`src/design/mchan_pkg.sv`:
```
// ==================================================
// Shared widths, limits and types of the DMA
// command front end: opcodes, transactions, bursts
// ==================================================
package mchan_pkg;

   // Field widths
   localparam int CMD_WIDTH      = 32;
   localparam int LEN_WIDTH      = 16;  // Transfer length in bytes
   localparam int TCDM_ADD_WIDTH = 16;
   localparam int EXT_ADD_WIDTH  = 32;

   // Slots shared by TX and RX
   localparam int TRANS_QUEUE_DEPTH = 4;

   // Largest burst in bytes and the width that holds it
   localparam int BURST_MAX_LEN   = 64;
   localparam int BURST_LEN_WIDTH = $clog2(BURST_MAX_LEN + 1);

   typedef enum logic
   {
      OPC_TX = 1'b0,
      OPC_RX = 1'b1
   } opc_e;

   // Opcode sits directly above ext address, tcdm address and length
   typedef struct packed
   {
      opc_e                      opc;
      logic [EXT_ADD_WIDTH-1:0]  ext_add;
      logic [TCDM_ADD_WIDTH-1:0] tcdm_add;
      logic [LEN_WIDTH-1:0]      len;
   } trans_t;

   typedef struct packed
   {
      logic [TCDM_ADD_WIDTH-1:0]  tcdm_add;
      logic [EXT_ADD_WIDTH-1:0]   ext_add;
      logic [BURST_LEN_WIDTH-1:0] len;
      logic                       last;  // Final burst of its transaction
   } burst_t;

endpackage
```
`src/design/mchan_ctrl_top.sv`:
```
// ==================================================
// DMA command front end: unpacker, shared queue
// and one burst splitter per direction
// ==================================================
module mchan_ctrl_top
   import mchan_pkg::*;
(
   input  logic                 clk_i,
   input  logic                 rst_ni,

   input  logic                 cmd_req_i,
   input  logic [CMD_WIDTH-1:0] cmd_dat_i,
   output logic                 cmd_gnt_o,

   output logic                 tx_burst_req_o,
   output burst_t               tx_burst_o,
   input  logic                 tx_burst_gnt_i,

   output logic                 rx_burst_req_o,
   output burst_t               rx_burst_o,
   input  logic                 rx_burst_gnt_i
);

   // Unpacker to queue
   logic   trans_req;
   logic   trans_gnt;
   trans_t trans;

   // Queue to splitters
   logic   tx_trans_req;
   logic   tx_trans_gnt;
   trans_t tx_trans;
   logic   rx_trans_req;
   logic   rx_trans_gnt;
   trans_t rx_trans;

   mchan_cmd_unpack i_cmd_unpack
   (
      .clk_i       ( clk_i     ),
      .rst_ni      ( rst_ni    ),
      .cmd_req_i   ( cmd_req_i ),
      .cmd_dat_i   ( cmd_dat_i ),
      .cmd_gnt_o   ( cmd_gnt_o ),
      .trans_req_o ( trans_req ),
      .trans_o     ( trans     ),
      .trans_gnt_i ( trans_gnt )
   );

   mchan_trans_queue #(
      .DEPTH ( TRANS_QUEUE_DEPTH )
   ) i_trans_queue
   (
      .clk_i    ( clk_i        ),
      .rst_ni   ( rst_ni       ),
      .req_i    ( trans_req    ),
      .gnt_o    ( trans_gnt    ),
      .dat_i    ( trans        ),
      .tx_req_o ( tx_trans_req ),
      .tx_gnt_i ( tx_trans_gnt ),
      .tx_dat_o ( tx_trans     ),
      .rx_req_o ( rx_trans_req ),
      .rx_gnt_i ( rx_trans_gnt ),
      .rx_dat_o ( rx_trans     )
   );

   mchan_burst_split i_tx_split
   (
      .clk_i       ( clk_i          ),
      .rst_ni      ( rst_ni         ),
      .trans_req_i ( tx_trans_req   ),
      .trans_i     ( tx_trans       ),
      .trans_gnt_o ( tx_trans_gnt   ),
      .burst_req_o ( tx_burst_req_o ),
      .burst_o     ( tx_burst_o     ),
      .burst_gnt_i ( tx_burst_gnt_i )
   );

   mchan_burst_split i_rx_split
   (
      .clk_i       ( clk_i          ),
      .rst_ni      ( rst_ni         ),
      .trans_req_i ( rx_trans_req   ),
      .trans_i     ( rx_trans       ),
      .trans_gnt_o ( rx_trans_gnt   ),
      .burst_req_o ( rx_burst_req_o ),
      .burst_o     ( rx_burst_o     ),
      .burst_gnt_i ( rx_burst_gnt_i )
   );

endmodule

```
`src/design/mchan_burst_split.sv`:
```
// ==================================================
// Burst splitter: takes one transaction at a time
// and issues bursts no longer than the burst limit
// ==================================================
module mchan_burst_split
   import mchan_pkg::*;
(
   input  logic   clk_i,
   input  logic   rst_ni,

   // From the transaction queue
   input  logic   trans_req_i,
   input  trans_t trans_i,
   output logic   trans_gnt_o,

   // Burst output
   output logic   burst_req_o,
   output burst_t burst_o,
   input  logic   burst_gnt_i
);

   logic                       active_q;  // Transaction in progress
   logic [TCDM_ADD_WIDTH-1:0]  tcdm_add_q;
   logic [EXT_ADD_WIDTH-1:0]   ext_add_q;
   logic [LEN_WIDTH-1:0]       rem_len_q;  // Bytes still to issue
   logic                       trans_take;
   logic                       burst_take;
   logic                       last;
   logic [BURST_LEN_WIDTH-1:0] cur_len;

   assign trans_gnt_o = ~active_q;
   assign trans_take  = trans_req_i & trans_gnt_o;
   assign burst_take  = burst_req_o & burst_gnt_i;

   // Remaining bytes fit in one burst
   assign last = (rem_len_q <= LEN_WIDTH'(BURST_MAX_LEN));

   always_comb
   begin
      if (last)
         cur_len = rem_len_q[BURST_LEN_WIDTH-1:0];
      else
         cur_len = BURST_LEN_WIDTH'(BURST_MAX_LEN);
   end

   always_ff @(posedge clk_i or negedge rst_ni)
   begin
      if (!rst_ni)
      begin
         active_q <= 1'b0;
      end
      else
      begin
         if (trans_take)
            active_q <= 1'b1;
         else if (burst_take && last)
            active_q <= 1'b0;  // Idle right after the final burst
      end
   end

   // Address and length bookkeeping
   always_ff @(posedge clk_i)
   begin
      if (trans_take)
      begin
         tcdm_add_q <= trans_i.tcdm_add;
         ext_add_q  <= trans_i.ext_add;
         rem_len_q  <= trans_i.len;
      end
      else if (burst_take)
      begin
         tcdm_add_q <= tcdm_add_q + TCDM_ADD_WIDTH'(cur_len);
         ext_add_q  <= ext_add_q + EXT_ADD_WIDTH'(cur_len);
         rem_len_q  <= rem_len_q - LEN_WIDTH'(cur_len);
      end
   end

   assign burst_req_o      = active_q;
   assign burst_o.tcdm_add = tcdm_add_q;
   assign burst_o.ext_add  = ext_add_q;
   assign burst_o.len      = cur_len;
   assign burst_o.last     = last;

endmodule

```
`src/design/mchan_trans_queue.sv`:
```
// ==================================================
// Transaction queue: one shared slot buffer with
// separate TX and RX order tables and output ports
// ==================================================
module mchan_trans_queue
   import mchan_pkg::*;
#(
   parameter int DEPTH = TRANS_QUEUE_DEPTH
)
(
   input  logic   clk_i,
   input  logic   rst_ni,

   // Push side
   input  logic   req_i,
   output logic   gnt_o,
   input  trans_t dat_i,

   // TX pop side
   output logic   tx_req_o,
   input  logic   tx_gnt_i,
   output trans_t tx_dat_o,

   // RX pop side
   output logic   rx_req_o,
   input  logic   rx_gnt_i,
   output trans_t rx_dat_o
);

   localparam int IDX_W = $clog2(DEPTH);
   localparam int CNT_W = $clog2(DEPTH + 1);

   trans_t                      buffer_q [DEPTH];
   logic [DEPTH-1:0]            busy_q;
   logic [DEPTH-1:0][IDX_W-1:0] tx_table_q;  // Slot indices in TX order
   logic [DEPTH-1:0][IDX_W-1:0] rx_table_q;  // Slot indices in RX order
   logic [IDX_W-1:0]            tx_wr_q;
   logic [IDX_W-1:0]            tx_rd_q;
   logic [IDX_W-1:0]            rx_wr_q;
   logic [IDX_W-1:0]            rx_rd_q;
   logic [CNT_W-1:0]            cnt_q;
   logic [CNT_W-1:0]            tx_cnt_q;
   logic [CNT_W-1:0]            rx_cnt_q;
   logic [IDX_W-1:0]            free_idx;
   logic                        full;
   logic                        push;
   logic                        push_tx;
   logic                        push_rx;
   logic                        pop_tx;
   logic                        pop_rx;

   // Table pointer step with wrap at DEPTH
   function automatic logic [IDX_W-1:0] next_ptr(input logic [IDX_W-1:0] ptr);
      if (ptr == IDX_W'(DEPTH - 1))
         return '0;
      return ptr + 1'b1;
   endfunction

   assign full    = (cnt_q == CNT_W'(DEPTH));
   assign push    = req_i & ~full;
   assign push_tx = push & (dat_i.opc == OPC_TX);
   assign push_rx = push & (dat_i.opc == OPC_RX);
   assign pop_tx  = tx_req_o & tx_gnt_i;
   assign pop_rx  = rx_req_o & rx_gnt_i;

   // Lowest free slot, the last hit in a downward scan wins
   always_comb
   begin
      free_idx = '0;
      for (int i = DEPTH - 1; i >= 0; i--)
      begin
         if (!busy_q[i])
            free_idx = IDX_W'(i);
      end
   end

   // Element counts, any mix of push and pops in one cycle
   always_ff @(posedge clk_i or negedge rst_ni)
   begin
      if (!rst_ni)
      begin
         cnt_q    <= '0;
         tx_cnt_q <= '0;
         rx_cnt_q <= '0;
      end
      else
      begin
         cnt_q    <= cnt_q + CNT_W'(push) - CNT_W'(pop_tx) - CNT_W'(pop_rx);
         tx_cnt_q <= tx_cnt_q + CNT_W'(push_tx) - CNT_W'(pop_tx);
         rx_cnt_q <= rx_cnt_q + CNT_W'(push_rx) - CNT_W'(pop_rx);
      end
   end

   // Busy tags and table pointers
   always_ff @(posedge clk_i or negedge rst_ni)
   begin
      if (!rst_ni)
      begin
         busy_q  <= '0;
         tx_wr_q <= '0;
         tx_rd_q <= '0;
         rx_wr_q <= '0;
         rx_rd_q <= '0;
      end
      else
      begin
         if (push)
            busy_q[free_idx] <= 1'b1;
         if (push_tx)
            tx_wr_q <= next_ptr(tx_wr_q);
         if (push_rx)
            rx_wr_q <= next_ptr(rx_wr_q);

         // A popped slot is never the one being filled
         if (pop_tx)
         begin
            busy_q[tx_table_q[tx_rd_q]] <= 1'b0;
            tx_rd_q                     <= next_ptr(tx_rd_q);
         end
         if (pop_rx)
         begin
            busy_q[rx_table_q[rx_rd_q]] <= 1'b0;
            rx_rd_q                     <= next_ptr(rx_rd_q);
         end
      end
   end

   // Slot contents and order tables
   always_ff @(posedge clk_i)
   begin
      if (push)
         buffer_q[free_idx] <= dat_i;
      if (push_tx)
         tx_table_q[tx_wr_q] <= free_idx;
      if (push_rx)
         rx_table_q[rx_wr_q] <= free_idx;
   end

   assign tx_dat_o = buffer_q[tx_table_q[tx_rd_q]];
   assign rx_dat_o = buffer_q[rx_table_q[rx_rd_q]];
   assign tx_req_o = (tx_cnt_q != '0);
   assign rx_req_o = (rx_cnt_q != '0);
   assign gnt_o    = ~full;

endmodule

```
`src/design/mchan_cmd_unpack.sv`:
```
// ==================================================
// Command unpacker: gathers three command words
// into one transaction and offers it to the queue
// ==================================================
module mchan_cmd_unpack
   import mchan_pkg::*;
(
   input  logic                 clk_i,
   input  logic                 rst_ni,

   // Command word port
   input  logic                 cmd_req_i,
   input  logic [CMD_WIDTH-1:0] cmd_dat_i,
   output logic                 cmd_gnt_o,

   // Towards the transaction queue
   output logic                 trans_req_o,
   output trans_t               trans_o,
   input  logic                 trans_gnt_i
);

   logic [1:0] word_cnt_q;   // Index of the next expected word
   logic       trans_req_q;
   trans_t     trans_q;
   logic       cmd_take;
   logic       trans_push;

   // Collecting as long as nothing waits for the queue
   assign cmd_gnt_o  = ~trans_req_q;
   assign cmd_take   = cmd_req_i & cmd_gnt_o;
   assign trans_push = trans_req_q & trans_gnt_i;

   always_ff @(posedge clk_i or negedge rst_ni)
   begin
      if (!rst_ni)
      begin
         word_cnt_q  <= 2'd0;
         trans_req_q <= 1'b0;
      end
      else
      begin
         if (trans_push)
            trans_req_q <= 1'b0;

         if (cmd_take)
         begin
            if (word_cnt_q == 2'd2)
            begin
               word_cnt_q  <= 2'd0;
               trans_req_q <= 1'b1;  // Complete transaction
            end
            else
            begin
               word_cnt_q <= word_cnt_q + 2'd1;
            end
         end
      end
   end

   // Field capture per word
   always_ff @(posedge clk_i)
   begin
      if (cmd_take)
      begin
         case (word_cnt_q)
            2'd0:
            begin
               trans_q.len <= cmd_dat_i[LEN_WIDTH-1:0];
               trans_q.opc <= opc_e'(cmd_dat_i[LEN_WIDTH]);  // Bit right above length
            end
            2'd1:
               trans_q.tcdm_add <= cmd_dat_i[TCDM_ADD_WIDTH-1:0];
            default:
               trans_q.ext_add <= cmd_dat_i[EXT_ADD_WIDTH-1:0];
         endcase
      end
   end

   assign trans_req_o = trans_req_q;
   assign trans_o     = trans_q;

endmodule

```
`config.mk`:
```
export PLATFORM = sky130hd
export DESIGN_NAME = mchan_ctrl_top
export DESIGN_NICKNAME = d
export VERILOG_FILES = /design/src/design/mchan_pkg.sv /design/src/design/mchan_ctrl_top.sv /design/src/design/mchan_burst_split.sv /design/src/design/mchan_trans_queue.sv /design/src/design/mchan_cmd_unpack.sv
export SDC_FILE = /design/constraint.sdc
export NUM_CORES = 1
export LEC_CHECK = 0
export BUFFER_PORTS_ARGS = -buffer_cell sky130_fd_sc_hd__buf_2
export CORE_UTILIZATION = 35
export CTS_CLUSTER_DIAMETER = 60
export CTS_CLUSTER_SIZE = 20
export DETAILED_ROUTE_END_ITERATION = 10
export GPL_TIMING_DRIVEN = 0
export PLACE_DENSITY = 0.58
export SLEW_MARGIN = 20
export SYNTH_ARGS = -nofsm -noshare
export SYNTH_HDL_FRONTEND = slang
export SYNTH_SLANG_ARGS = --single-unit
```
`constraint.sdc`:
```
create_clock -name clk_i -period 9.43 [get_ports clk_i]
set_clock_uncertainty 0.2 [all_clocks]
set_input_delay 2.829 -clock clk_i [delete_from_list [all_inputs] [get_ports clk_i]]
set_output_delay 2.829 -clock clk_i [all_outputs]
set_load 0.005 [all_outputs]
```
== Word-level counts from Yosys, hierarchy flattened ==
Memory sizes are Yosys's and may differ from the RTL's.
Index checks and enable logic that the tools add are counted.

* Output and inout bits: 115
* Memory bits (read-only): 0
* Bits in latches: 0
* Input bits: 37
* Register bits after elaboration: 235
* Memories kept: 1
* Bits in writable memories: 260

* Add/subtract/negate cells: 18
* Multiplexer cells: 63
* Equality and inequality tests: 7
* Bitwise gates (word level): 19
* Multiply operators: 0
* Reduce and logical (&&, ||, !) cells: 18
* Order comparisons: 14
* Divide/modulo/power cells: 0
* Shift operators: 0

{| class="wikitable"
|+ Memory list
! name !! depth !! width !! rd ports !! clocked after Yosys merged registers in !! write ports !! RTL line !! RTL
|-
| i_trans_queue.buffer_q || 4 || 65 || 2 || 0 || 1 || mchan_trans_queue.sv:33 || <nowiki>trans_t buffer_q [DEPTH];</nowiki>
|}

{| class="wikitable"
|+ Operators by type and width
! kind !! count
|-
| 16-bit 2-to-1 mux || 8
|-
| 32-bit 2-to-1 mux || 4
|-
| 32-bit by 7-bit adder with 32-bit output || 2
|-
| 2-bit 2-to-1 mux || 17
|-
| 16-bit by 7-bit adder with 16-bit output || 2
|-
| 16-bit by 7-bit less-or-equal comparator with 1-bit output, second input constant || 2
|-
| 16-bit by 7-bit subtractor with 16-bit output || 2
|-
| 2-bit by 3-bit < comparator with 1-bit output, second input constant || 7
|-
| 1-bit 2-to-1 mux || 20
|-
| 8-bit bitwise mux || 2
|-
| 7-bit 2-to-1 mux || 2
|-
| 4-bit 2-to-1 mux || 3
|-
| 3-bit by 1-bit subtractor with 3-bit output || 4
|-
| 2-bit by 1-bit adder with 2-bit output, second input constant || 5
|-
| 2-bit == test, second input constant || 5
|-
| 2-bit by 1-bit greater-or-equal comparator with 1-bit output, second input constant || 5
|-
| 3-bit by 1-bit adder with 3-bit output || 3
|-
| 1-bit bitwise AND || 8
|-
| 4-bit bitwise AND || 2
|-
| 2-bit binary-select mux with 2-bit select || 2
|-
| 2-bit demux with 2-bit select || 2
|-
| 4-bit NOT || 2
|-
| 2-bit nonzero test || 4
|-
| 1-bit logical AND || 7
|-
| 9 further kinds || 19
|}

== Logic depth before layout (Yosys ltp) ==
* Word-level depth: 14
* Gate-level depth with buffers: 14
* Gate-level depth less buffers: 12

== By module ==
From an unflattened synthesis, not the netlist that was laid out.

* Cells, all modules: 1559
* Area total of the unflattened synthesis: 23516.3 µm²

{| class="wikitable"
|+ Modules (own cells, without submodules)
! module !! cells an instance !! times used !! area each (µm²)
|-
| mchan_trans_queue || 558 || 1 || 12773.5
|-
| mchan_burst_split (i_tx_split) || 464 || 1 || 4367.9
|-
| mchan_burst_split (i_rx_split) || 460 || 1 || 4279.1
|-
| mchan_cmd_unpack || 77 || 1 || 2095.8
|}

== Worst setup path before layout ==
Ideal clock, no wire load.

* Path type: register to register
* Start point: register i_trans_queue.busy_q[2]
* End point: memory i_trans_queue.buffer_q[0][0] (netlist name) (enable)
* Stages on the path, launching flop included: 4
* Path buffers: 0
* Arrival time: 6843 ps
* Setup slack: 1743 ps
* Path through: dfrtp_1 > nand2b_1 > a21boi_0 > nor4_1

* Word-level cells in the longest chain between the ends: 3

{| class="wikitable"
|+ Ends and longest elaborated chain
! item !! RTL line !! RTL
|-
| from (decl) || mchan_trans_queue.sv:34 || <nowiki>logic [DEPTH-1:0] busy_q;</nowiki>
|-
| from (signal assigned) || mchan_trans_queue.sv:99 || <nowiki>busy_q <= '0;</nowiki>
|-
| from (signal, indexed assignment) || mchan_trans_queue.sv:108 || <nowiki>busy_q[free_idx] <= 1'b1;</nowiki>
|-
| from (signal, indexed assignment) || mchan_trans_queue.sv:117 || <nowiki>busy_q[tx_table_q[tx_rd_q]] <= 1'b0;</nowiki>
|-
| 2-bit 2-to-1 mux (3 in series) || mchan_trans_queue.sv:72 || <nowiki>if (!busy_q[i])</nowiki>
|-
| named net i_trans_queue.free_idx[0] || mchan_trans_queue.sv:44 || <nowiki>logic [IDX_W-1:0] free_idx;</nowiki>
|-
| to (decl) || mchan_trans_queue.sv:33 ||
|}

The timed path passes the listed nets, and every way through them passes these cells.

==> results.ini <==
[synthesis]
synth.cells.most_frequent=465 x sky130_fd_sc_hd__edfxtp_1, 150 x sky130_fd_sc_hd__mux2i_1, 124 x sky130_fd_sc_hd__nand2_1, 76 x sky130_fd_sc_hd__nor2_1, 61 x sky130_fd_sc_hd__o21ai_0
synth-adder-area-share_pct=3.06
synth_area_per_cell_um2=13.6
netlist_instances=1754
synth_enable_flop_cells=465
synth.ff_latch_count=491
synthMuxAreaShare_pct=10.4
synth_top_area_cell=sky130_fd_sc_hd__edfxtp_1
synth_simple_gate_area_share_pct=8.57
asyncSetResetFlopFracSynth_pct=5.30
post-synth-top-area-fraction_pct=58.6
synthesis.yosys.warnings=0
synthesis.area_mm2=0.0238
yosys-top-cells-area=sky130_fd_sc_hd__edfxtp_1 59%, sky130_fd_sc_hd__mux2i_1 6.3%, sky130_fd_sc_hd__mux2_2 2.7%
synth.yosys.seq_area_share_pct=61.3
postSynth.topFlopCell=sky130_fd_sc_hd__edfxtp_1
synth_compound_area_share_pct=10.8
post-synth-top-count-cell=sky130_fd_sc_hd__edfxtp_1
synth_cell_type_count=79
post_synth_xor_xnor_area_pct=2.94
combinational_family_with_the_most_area_after_synthesis=compound AO/OA/AOI/OAI gates

[setup_path]
worstPathRequired_ps=6400
critical-path-top-delay-family=simple AND/OR/NAND/NOR gates
path_class=reg2out
critical_path_peak_fanout=10
cp_num_buf_inv=4
crit_chain=nor4_1 -> and3_1 -> clkbuf_1 -> nand2_2 -> inv_1 -> nand2_1 -> inv_1 -> buf_2
max_stage_delay_on_crit_path_ps=430
crit_path_frequent_cell=sky130_fd_sc_hd__inv_1
critical_path.endpoint_type=primary output
cp.arrival_ps=3030
timing.critical_path.slowest_stage_cell=sky130_fd_sc_hd__edfxtp_1
startpoint_type=flip-flop

[sta]
setup_viol_count_final=0
final.period_utilization_pct=64.2
unrepaired_setup_endpoints_after_global_routing=no
max_slew.worst_pin.slew_ps=1190
setup-tns-final_ps=0
finalWorstPathRequiredPeriod_ps=6060
slew_headroom_pct=20.9
final_max_slew_viol_count=0
finalHoldViolations=0
max_clock_freq_mhz=165

[floorplanning]
die_y_um=263
die_width_um=263
floorplan.rows=95
start_util_pct=35.4
placeableCoreArea_mm2=0.0673
num_io_pins=152
dieArea_mm2=0.0691

[cts]
cts_sinks=491
tritoncts_clock_tree=done
ctsHoldBuffers=0
cts-buffers-inserted=39
clk_pin_slew_ps=80
cts_setup_buffers=0
clock_insertion_delay_at_the_later_pin_of_the_skew_report_ps=600
ctsResizeCount=0
cts.htree.levels=2
ctsLongestPathBuffers=3
cts_root_buffer=sky130_fd_sc_hd__clkbuf_16

[detailed_routing]
met3WireLength_um=6820
num_vias=16635
wl_per_cell_um=27.7
drt_wl_total_um=79700
route.antenna.remaining_nets=0
detail_route.iter0.violations=1852
highest-signal-layer=met5
routed_metal_1_wirelength_um=33100
routed_via_density=5.78
detailed_route_drc_error_count=0
detailroute.wirelength.met2_um=36900
drt_pass1_iterations=5

[power]
power-per-cell-area_mw_per_mm2=194
ir_worst_vdd_uv=109
totalPowerFinal_uw=5320
total_leakage_power_uw=0.00988

[grt]
grt_pass1_wl_um=114000
first_global_vias=16505
grt_antenna_before_repair=6
globalRouteTotalUtil_pct=22.8
overflow=0
grt_max_degree=50

[final_layout]
drive_gt1_share_pct=19.7
nets=2069
final_cell_area_mm2=0.0275
area_delta_synth_final_pct=15.3
final_cell_count_without_fillers=2880
fillerInstances=6279
fin_util_pct=40.8

[status]
status=finished clean

[hold_path]
hold_class=reg2reg

[placement]
post_dp_cell_area_mm2=0.0261
buffer_ports.inserted=151
place_inst=2810
gp_congestion=0.920
dp_hpwl_um=58500

[run]
cap_viol_max_count=0

## flip-flops by register name, summed over array words and instances, names as in the netlist, 4 cells and up
name and flops:
i_cmd_unpack.trans_o 65, i_rx_split.ext_add_q 32, i_rx_split.rem_len_q 16, i_rx_split.tcdm_add_q 16, i_trans_queue.buffer_q 256, i_trans_queue.busy_q 4, i_trans_queue.rx_table_q 8, i_trans_queue.tx_table_q 8
i_tx_split.ext_add_q 32, i_tx_split.rem_len_q 16, i_tx_split.tcdm_add_q 16
## power breakdown
group          internal, uW  switching (uW)  total, uW
Combinational           267             453        719
Clock                   874             866       1740
Sequential             2690             163       2860
## layout make-up
cell class	count	area [um^2]	share of cell area (%)
inverters	42	158	0.574
diodes	1	2.50	0.00911
clock buffers	44	1020	3.70
well taps	873	1090	3.98
flip-flops and latches	491	14600	53.2
clock inverters	25	314	1.14
plain buffers	96	539	1.96
repair buffers	182	1150	4.18
multi-input cells	1126	8580	31.2
## per-layer routing
metal  global-route usage [%]  vias up
li1                         -     7281
met1                     30.6     8384
met2                     36.9      815
met3                     4.20      149
met4                     8.01        6
met5                        0        -
## worst reg2reg max path: cells and delay by family (launching register included)
family / cells / cell delay (ps)
fa+ha+maj: 1 / 290
flops: 1 / 490
simple gates: 6 / 1870
buf+inv: 3 / 680
compound gates: 3 / 960
## through the flow
stage / setup slack [ps] / hold WS [ps]
floorplan: 1740 / 238
global placement: -4890 / 253
detailed placement: 3990 / 263
CTS: 3350 / 272
global route: 3140 / 282
finish: 3370 / 274
## cell usage in the layout (no fill, tap or decap), drive strengths merged, types with 13 or more instances in the layout
cell type  synthesis  final
edfxtp           465    465
buf               50    232
mux2i            150    150
nand2            127    127
clkbuf            46     90
nor2              77     77
o21ai             66     66
mux2              58     58
a21oi             56     56
a211oi            52     52
inv               41     49
ha                47     47
xnor2             41     41
xor2              39     39
nor3              36     36
nand3             27     27
and3              27     27
dfrtp             26     26
o211ai            26     26
o22ai             23     23
a31oi             20     20
or3               15     15
mux4              14     14
o221ai            14     14
clkinv             1     14
nor2b             13     13
## cell families after synthesis
family | after synthesis
other | 1
XOR/XNOR | 80
AO/OA/AOI/OAI | 363
flip-flops | 491
buffers and inverters | 138
adder cells (fa/ha/maj) | 54
AND/OR/NAND/NOR | 405
multiplexers | 222
## final timing paths
path	startpoint	to	slack, ps	cells after the start
max	i_rx_split.rem_len_q[12]	rx_burst_o[2]	3370	8
min	i_cmd_unpack.trans_o[30]	i_trans_queue.buffer_q[2][30]	270	0
max reg2reg	i_tx_split.rem_len_q[7]	i_tx_split.ext_add_q[30]	4740	13
min reg2reg	i_cmd_unpack.trans_o[30]	i_trans_queue.buffer_q[2][30]	270	0
max in group asynchronous	rst_ni	i_trans_queue.tx_cnt_q[0]	6570	1
min in group asynchronous	rst_ni	i_rx_split.burst_req_o	2050	1
(Power assumes the default switching activity.)
